## config.mk

```make
export PLATFORM = sky130hd
export DESIGN_NAME = calculator_top
export DESIGN_NICKNAME = d
export VERILOG_FILES = /design/src/design/calc_pkg.sv /design/src/design/button_debouncer.sv /design/src/design/arithmetic_unit.sv /design/src/design/hex_display_scan.sv /design/src/design/calculator_top.sv
export SDC_FILE = /design/constraint.sdc
export NUM_CORES = 2
export LEC_CHECK = 0
export ABC_AREA = 1
export BUFFER_PORTS_ARGS = -buffer_cell sky130_fd_sc_hd__buf_2
export CORE_UTILIZATION = 44
export CTS_CLUSTER_SIZE = 24
export DETAILED_ROUTE_END_ITERATION = 8
export PLACE_DENSITY_LB_ADDON = 0.25
export SLEW_MARGIN = 20
export SYNTH_ARGS = -nofsm -noshare
export SYNTH_HDL_FRONTEND = slang
export SYNTH_SLANG_ARGS = --single-unit
```

## constraint.sdc

```tcl
create_clock -name CLK100MHz -period 38.4 [get_ports CLK100MHz]
set_clock_uncertainty 0.1 [all_clocks]
set_input_delay 5.76 -clock CLK100MHz [delete_from_list [all_inputs] [get_ports CLK100MHz]]
set_output_delay 5.76 -clock CLK100MHz [all_outputs]
set_load 0.1 [all_outputs]
```

## src/design/calc_pkg.sv

```systemverilog
package calc_pkg;

    ////////////////////////////////////////////////////////////
    // Operation switches, one-hot, add on the leftmost switch
    ////////////////////////////////////////////////////////////
    localparam logic [10:0] OP_ADD = 11'b100_0000_0000;
    localparam logic [10:0] OP_SUB = 11'b010_0000_0000;
    localparam logic [10:0] OP_MUL = 11'b001_0000_0000;
    localparam logic [10:0] OP_DIV = 11'b000_1000_0000;
    localparam logic [10:0] OP_AND = 11'b000_0100_0000;
    localparam logic [10:0] OP_OR  = 11'b000_0010_0000;
    localparam logic [10:0] OP_XOR = 11'b000_0001_0000;
    localparam logic [10:0] OP_NOT = 11'b000_0000_1000;
    localparam logic [10:0] OP_SHL = 11'b000_0000_0100;
    localparam logic [10:0] OP_SHR = 11'b000_0000_0010;
    localparam logic [10:0] OP_CMP = 11'b000_0000_0001;

    // Action chosen by the two selection switches
    localparam logic [1:0] SEL_LOAD_A  = 2'd0;
    localparam logic [1:0] SEL_LOAD_B  = 2'd1;
    localparam logic [1:0] SEL_COMPUTE = 2'd2;
    localparam logic [1:0] SEL_IDLE    = 2'd3;

    // Divide fills the two halves, everything else the full word
    typedef union packed {
        logic [31:0] word;
        struct packed {
            logic [15:0] remainder;  // Upper half
            logic [15:0] quotient;   // Lower half
        } div;
    } calc_result_t;

    ////////////////////////////////////////////////////////////
    // Display
    ////////////////////////////////////////////////////////////
    localparam int NUM_DIGITS       = 8;
    localparam int SCAN_BITS        = 10;      // 2^10 cycles per digit
    localparam int DEBOUNCE_DEFAULT = 100000;  // 1 ms at 100 MHz

    // Hex font, active low, bit order gfedcba
    function automatic logic [6:0] seg_font(input logic [3:0] nibble);
        case (nibble)
            4'h0: seg_font = 7'b1000000;
            4'h1: seg_font = 7'b1111001;
            4'h2: seg_font = 7'b0100100;
            4'h3: seg_font = 7'b0110000;
            4'h4: seg_font = 7'b0011001;
            4'h5: seg_font = 7'b0010010;
            4'h6: seg_font = 7'b0000010;
            4'h7: seg_font = 7'b1111000;
            4'h8: seg_font = 7'b0000000;
            4'h9: seg_font = 7'b0010000;
            4'hA: seg_font = 7'b0001000;
            4'hB: seg_font = 7'b0000011;  // Lower case b
            4'hC: seg_font = 7'b1000110;
            4'hD: seg_font = 7'b0100001;  // Lower case d
            4'hE: seg_font = 7'b0000110;
            default: seg_font = 7'b0001110;  // F
        endcase
    endfunction

endpackage

```

## src/design/button_debouncer.sv

```systemverilog
`timescale 1ns/1ps

module button_debouncer #(
    parameter int STABLE_CYCLES = 100000
) (
    input  logic CLK100MHz,
    input  logic reset,
    input  logic btn,
    output logic press
);

    logic                                   btn_meta;
    logic                                   btn_sync;
    logic [$clog2(STABLE_CYCLES + 1) - 1:0] stable_cnt;
    logic                                   level;      // Accepted button level
    logic                                   level_d;

    ////////////////////////////////////////////////////////////
    // Two-flop synchronizer
    ////////////////////////////////////////////////////////////
    always_ff @(posedge CLK100MHz or posedge reset) begin
        if (reset) begin
            btn_meta <= 1'b0;
            btn_sync <= 1'b0;
        end else begin
            btn_meta <= btn;
            btn_sync <= btn_meta;
        end
    end

    // Count how long the synchronized level has differed from the accepted one.
    // Any return to the accepted level, even for one cycle, starts over.
    always_ff @(posedge CLK100MHz or posedge reset) begin
        if (reset) begin
            stable_cnt <= '0;
            level      <= 1'b0;
        end else if (btn_sync == level) begin
            stable_cnt <= '0;
        end else if (stable_cnt == STABLE_CYCLES - 1) begin
            stable_cnt <= '0;
            level      <= btn_sync;  // New level has held long enough
        end else begin
            stable_cnt <= stable_cnt + 1'b1;
        end
    end

    // Edge detect on the accepted level
    always_ff @(posedge CLK100MHz or posedge reset) begin
        if (reset) begin
            level_d <= 1'b0;
            press   <= 1'b0;
        end else begin
            level_d <= level;
            press   <= level & ~level_d;  // One cycle per press
        end
    end

endmodule

```

## src/design/arithmetic_unit.sv

```systemverilog
`timescale 1ns/1ps

module arithmetic_unit import calc_pkg::*; (
    input  logic         CLK100MHz,
    input  logic         reset,
    input  logic         press,             // Debounced center button pulse
    input  logic [15:0]  input_data,
    input  logic [1:0]   operand_selection,
    input  logic [10:0]  operation,
    output calc_result_t result_out,
    output logic         result_ready_out
);

    logic [15:0]  operand_a;
    logic [15:0]  operand_b;
    calc_result_t result;
    logic         result_ready;

    calc_result_t next_result;
    logic         op_valid;   // Operation word is exactly one known code

    assign result_out       = result;
    assign result_ready_out = result_ready;

    ////////////////////////////////////////////////////////////
    // Combinational datapath, all eleven operations
    ////////////////////////////////////////////////////////////
    always_comb begin
        next_result = '0;
        op_valid    = 1'b1;
        unique case (operation)
            OP_ADD: next_result.word = 32'(operand_a) + 32'(operand_b);
            OP_SUB: next_result.word = 32'(operand_a) - 32'(operand_b);  // Wraps mod 2^32
            OP_MUL: next_result.word = 32'(operand_a) * 32'(operand_b);
            OP_DIV: begin
                if (operand_b == 16'd0) begin
                    next_result.div.quotient  = 16'hFFFF;
                    next_result.div.remainder = operand_a;
                end else begin
                    next_result.div.quotient  = operand_a / operand_b;
                    next_result.div.remainder = operand_a % operand_b;
                end
            end
            OP_AND: next_result.word = {16'd0, operand_a & operand_b};
            OP_OR:  next_result.word = {16'd0, operand_a | operand_b};
            OP_XOR: next_result.word = {16'd0, operand_a ^ operand_b};
            OP_NOT: next_result.word = {16'd0, ~operand_a};
            OP_SHL: next_result.word = 32'(operand_a) << operand_b[3:0];
            OP_SHR: next_result.word = 32'(operand_a) >> operand_b[3:0];
            OP_CMP: next_result.word = {31'd0, operand_a > operand_b};
            default: begin
                op_valid = 1'b0;  // None or several switches up
            end
        endcase
    end

    ////////////////////////////////////////////////////////////
    // Operand and result registers
    ////////////////////////////////////////////////////////////
    // Nothing moves unless the button was pressed. A compute is taken once
    // per load; a new operand re-arms it.
    always_ff @(posedge CLK100MHz or posedge reset) begin
        if (reset) begin
            operand_a    <= 16'd0;
            operand_b    <= 16'd0;
            result       <= '0;
            result_ready <= 1'b0;
        end else if (press) begin
            case (operand_selection)
                SEL_LOAD_A: begin
                    operand_a    <= input_data;
                    result_ready <= 1'b0;
                end
                SEL_LOAD_B: begin
                    operand_b    <= input_data;
                    result_ready <= 1'b0;
                end
                SEL_COMPUTE: begin
                    if (!result_ready) begin
                        if (op_valid) begin
                            result       <= next_result;
                            result_ready <= 1'b1;
                        end else begin
                            result <= '0;  // Bad operation word, ready stays low
                        end
                    end
                end
                SEL_IDLE: begin
                    // Hold everything
                end
            endcase
        end
    end

    // Operation switches are expected to be set before the compute press.
    // They are sampled only at that edge, so moving them later has no
    // effect on a stored result.

endmodule

```

## src/design/hex_display_scan.sv

```systemverilog
`timescale 1ns/1ps

module hex_display_scan import calc_pkg::*; (
    input  logic        CLK100MHz,
    input  logic        reset,
    input  logic [31:0] value,
    output logic [6:0]  seg,    // Active low, gfedcba
    output logic [7:0]  an      // Active low digit enables
);

    logic [SCAN_BITS + $clog2(NUM_DIGITS) - 1:0] refresh_cnt;
    logic [$clog2(NUM_DIGITS) - 1:0]             digit_sel;
    logic [3:0]                                  nibble;

    ////////////////////////////////////////////////////////////
    // Refresh counter
    ////////////////////////////////////////////////////////////
    always_ff @(posedge CLK100MHz or posedge reset) begin
        if (reset) begin
            refresh_cnt <= '0;
        end else begin
            refresh_cnt <= refresh_cnt + 1'b1;  // Free running, wraps over all digits
        end
    end

    // Top bits of the counter walk through the digits
    assign digit_sel = refresh_cnt[SCAN_BITS +: $clog2(NUM_DIGITS)];

    // Digit 0 is the rightmost, least significant nibble
    assign nibble = value[digit_sel * 4 +: 4];

    ////////////////////////////////////////////////////////////
    // Output registers
    ////////////////////////////////////////////////////////////
    // seg and an come from the same edge so a digit never shows the
    // pattern of its neighbour
    always_ff @(posedge CLK100MHz or posedge reset) begin
        if (reset) begin
            an  <= ~8'd1;       // Digit 0 selected
            seg <= 7'b1111111;  // Blank
        end else begin
            an  <= ~(NUM_DIGITS'(1) << digit_sel);
            seg <= seg_font(nibble);
        end
    end

    // At 100 MHz each digit is lit for about 10 us, a full sweep
    // takes about 82 us, well above any visible flicker rate.

endmodule

```

## src/design/calculator_top.sv

```systemverilog
`timescale 1ns/1ps

module calculator_top import calc_pkg::*; #(
    parameter int DEBOUNCE_CYCLES = DEBOUNCE_DEFAULT
) (
    input  logic         CLK100MHz,
    input  logic         reset,
    input  logic [15:0]  input_data,         // Data switches
    input  logic [1:0]   operand_selection,  // Load A, load B or compute
    input  logic [10:0]  operation,          // One-hot operation switches
    input  logic         btn_c,              // Raw center button
    output calc_result_t result_out,
    output logic         result_ready_out,
    output logic [6:0]   seg,
    output logic [7:0]   an
);

    logic press;

    ////////////////////////////////////////////////////////////
    // Button, datapath and display
    ////////////////////////////////////////////////////////////
    button_debouncer #(
        .STABLE_CYCLES(DEBOUNCE_CYCLES)
    ) u_debouncer (
        .CLK100MHz(CLK100MHz),
        .reset    (reset),
        .btn      (btn_c),
        .press    (press)
    );

    arithmetic_unit u_arith (
        .CLK100MHz        (CLK100MHz),
        .reset            (reset),
        .press            (press),
        .input_data       (input_data),
        .operand_selection(operand_selection),
        .operation        (operation),
        .result_out       (result_out),
        .result_ready_out (result_ready_out)
    );

    hex_display_scan u_display (
        .CLK100MHz(CLK100MHz),
        .reset    (reset),
        .value    (result_out.word),  // Shown as plain hex, also for divide
        .seg      (seg),
        .an       (an)
    );

endmodule

```

==> flow_summary.yaml <==
detailed_routing:
  routed_wl_mm: 88.8
  antenna_left: 0
  drt_iter0_markers: 2466
  via_per_inst: 5.49
  remaining_drc_errors: 0
  wl_per_cell_um: 19.6
  vias: 24813
  dr.pass1.iters: 6
yosys:
  avgSynthCellArea_um2: 6.82
  yosysSeqAreaShare_pct: 11.4
  synth_flop_cell: "dfrtp_1"
  syn_inst: 3731
  synth_nets: 4260
  syn_area_um2: 25400
  synth_edf_count: 0
  async_flop_share_pct: 100
  ys_types: 79
  yosysWarningCount: 0
  synth_seq_cells: 115
hold_path:
  hold_class: "flip-flop to flip-flop"
critical_path:
  crit_top_cell: "nand2_1"
  cp_slowest_stage_delay_ns: 0.58
  required_ns: 38.63
  start_kind: "flip-flop"
  crit_arrival_ns: 29.65
  crit_path_end_kind: "flip-flop"
  regToRegSetupSlack_ns: 8.98
  worstSetupPathType: "flip-flop to flip-flop"
  cp_slowest_cell: "inv_1"
  cp_max_fo: 20
run_status:
  status: "complete, no violations"
sta:
  finalMaxSlewViolations: 0
  rsz0062_at_grt: "false"
  fmax_mhz: 34.0
  finalHoldViolCount: 0
  fin_crit_sh_pct: 76.6
  hold_ws_ns: 0.282
  setup_viol: 0
  slew_headroom_pct: 35.6
  worst_pin_slew_ns: 0.966
  finalSetupTns_ns: 0
  final.min_clock_period_ns: 29.42
clocking:
  cts_htree_levels: 4
  cts.hold.buffers_added: 0
  cts_buffers: 17
  clock-sinks: 115
  clkSlewWorstSetupHoldPaths_ns: 0.07
  cts_tree: "done"
  clockBufferDepth: 2
  root_buffer: "clkbuf_16"
  cts_resized: 0
  clk_latency_ns: 0.48
  postCtsSetupBuffers: 0
finish:
  diodes: 0
  final_common_cell: "nand2_1"
  final_cell_mix: "nand2_1 (943), inv_1 (710), ha_1 (300), a21oi_1 (205)"
  fin_nets: 4282
  layout-drive-gt1-share_pct: 8.90
  area_growth_pct: 6.75
floorplanning:
  rows: 87
  die_height_um: 242
  die_w_um: 242
  io_pins: 80
  die-area_um2: 58800
  start_util_pct: 44.8
  coreArea_um2: 56700
grt:
  grt_pass1_wl_mm: 138
  grt_max_degree: 68
  grt_pass1_vias: 23720
  grtUsageTotal_pct: 30.4
  antenna_found_initial: 1
  grt_overflow: 0
placed_design:
  place_congestion: 1.07
  port-buffer-count: 79
  dpl.hpwl_mm: 69.8
job:
  maxCapViolCount: 0
-- routing by layer --
layer	part of all wire, %	vias to the layer above	track usage (%)
met5	0	-	0
li1	-	12021	-
met2	42	1027	46.5
met4	3.9	0	11.3
met3	8.3	164	4.52
met1	46	11601	43.0
-- final timing paths --
| path | from | depth (start not counted) | endpoint |
|---|---|---|---|
| max | u_arith.operand_a[3] | 173 | u_arith.result_out[20] |
| min | u_debouncer.btn_meta | 0 | u_debouncer.btn_sync |
| max reg2reg | u_arith.operand_a[3] | 173 | u_arith.result_out[20] |
| min reg2reg | u_debouncer.btn_meta | 0 | u_debouncer.btn_sync |
| max in group asynchronous | reset | 3 | u_arith.operand_a[12] |
| min in group asynchronous | reset | 2 | u_debouncer.stable_cnt[5] |
-- flip-flops by register name, indices dropped and copies added (netlist names) --
signal,cells
u_arith.operand_a,16
u_arith.result_out,32
u_debouncer.level_d,1
u_arith.operand_b,16
u_debouncer.press,1
u_debouncer.stable_cnt,17
u_debouncer.btn_meta,1
u_display.refresh_cnt,13
u_display.seg,7
u_debouncer.btn_sync,1
u_display.an,8
u_arith.result_ready_out,1
u_debouncer.level,1
-- metrics by stage --
| stage | cells | utilization, % | setup slack (ns) | instance area [µm²] |
|---|---|---|---|---|
| after global placement | 4490 | 46.8 | 9.99 | 26500 |
| after detailed placement | 4490 | 46.8 | 9.51 | 26500 |
| after CTS | 4521 | 47.9 | 9.42 | 27100 |
| final | 4521 | 47.9 | 8.98 | 27100 |
| after global routing | 4521 | 47.9 | 5.96 | 27100 |
| after floorplan | 3731 | - | 14.58 | 25400 |
-- Yosys cell counts, drive strengths merged, types with 42 or more instances --
cell	number	area share (%)
nand2	967	15
inv	727	11
ha	300	15
o21ai	242	4.9
a21oi	206	4.1
nand3	200	4.7
fa	197	16
nor2	162	2.7
dfrtp	101	9.9
clkbuf	78	1.2
xor2	61	2.1
buf	51	1.3
or2	47	1.2
nor3	42	0.85
-- cells by family (layout without fill, tap and decap cells) --
kind of cell	Yosys count	count (layout)	share of synthesized area [%]
and+or+nand+nor	1500	1500	26.2
buffers and inverters	865	899	13.4
muxes	2	2	0.0837
adders and majority gates	497	497	30.3
AOI/OAI and AO/OA	656	656	15.4
xor gates and xnor gates	96	96	3.31
DFF	115	115	11.4
-- worst max-delay path, delay by kind of cell, from the launching register on --
kind,cells,cell delay (ns)
AO/OA/AOI/OAI,40,7.41
adder cells (fa/ha/maj),15,5.00
buffers and inverters,25,4.11
flip-flops,1,0.52
AND/OR/NAND/NOR,93,12.04
-- cell type report --
cell class	count	area (µm²)
Clock inverter	12	146
Tap cell	756	946
Inverter	734	2770
Timing Repair Buffer	134	808
Multi-Input combinational cell	2751	19100
Sequential cell	115	2900
Clock buffer	19	453
Fill cell	5860	29600
Power is left out: the tool's default activity adds up to more than one toggle a clock period on the data nets, which glitch-free logic cannot reach.
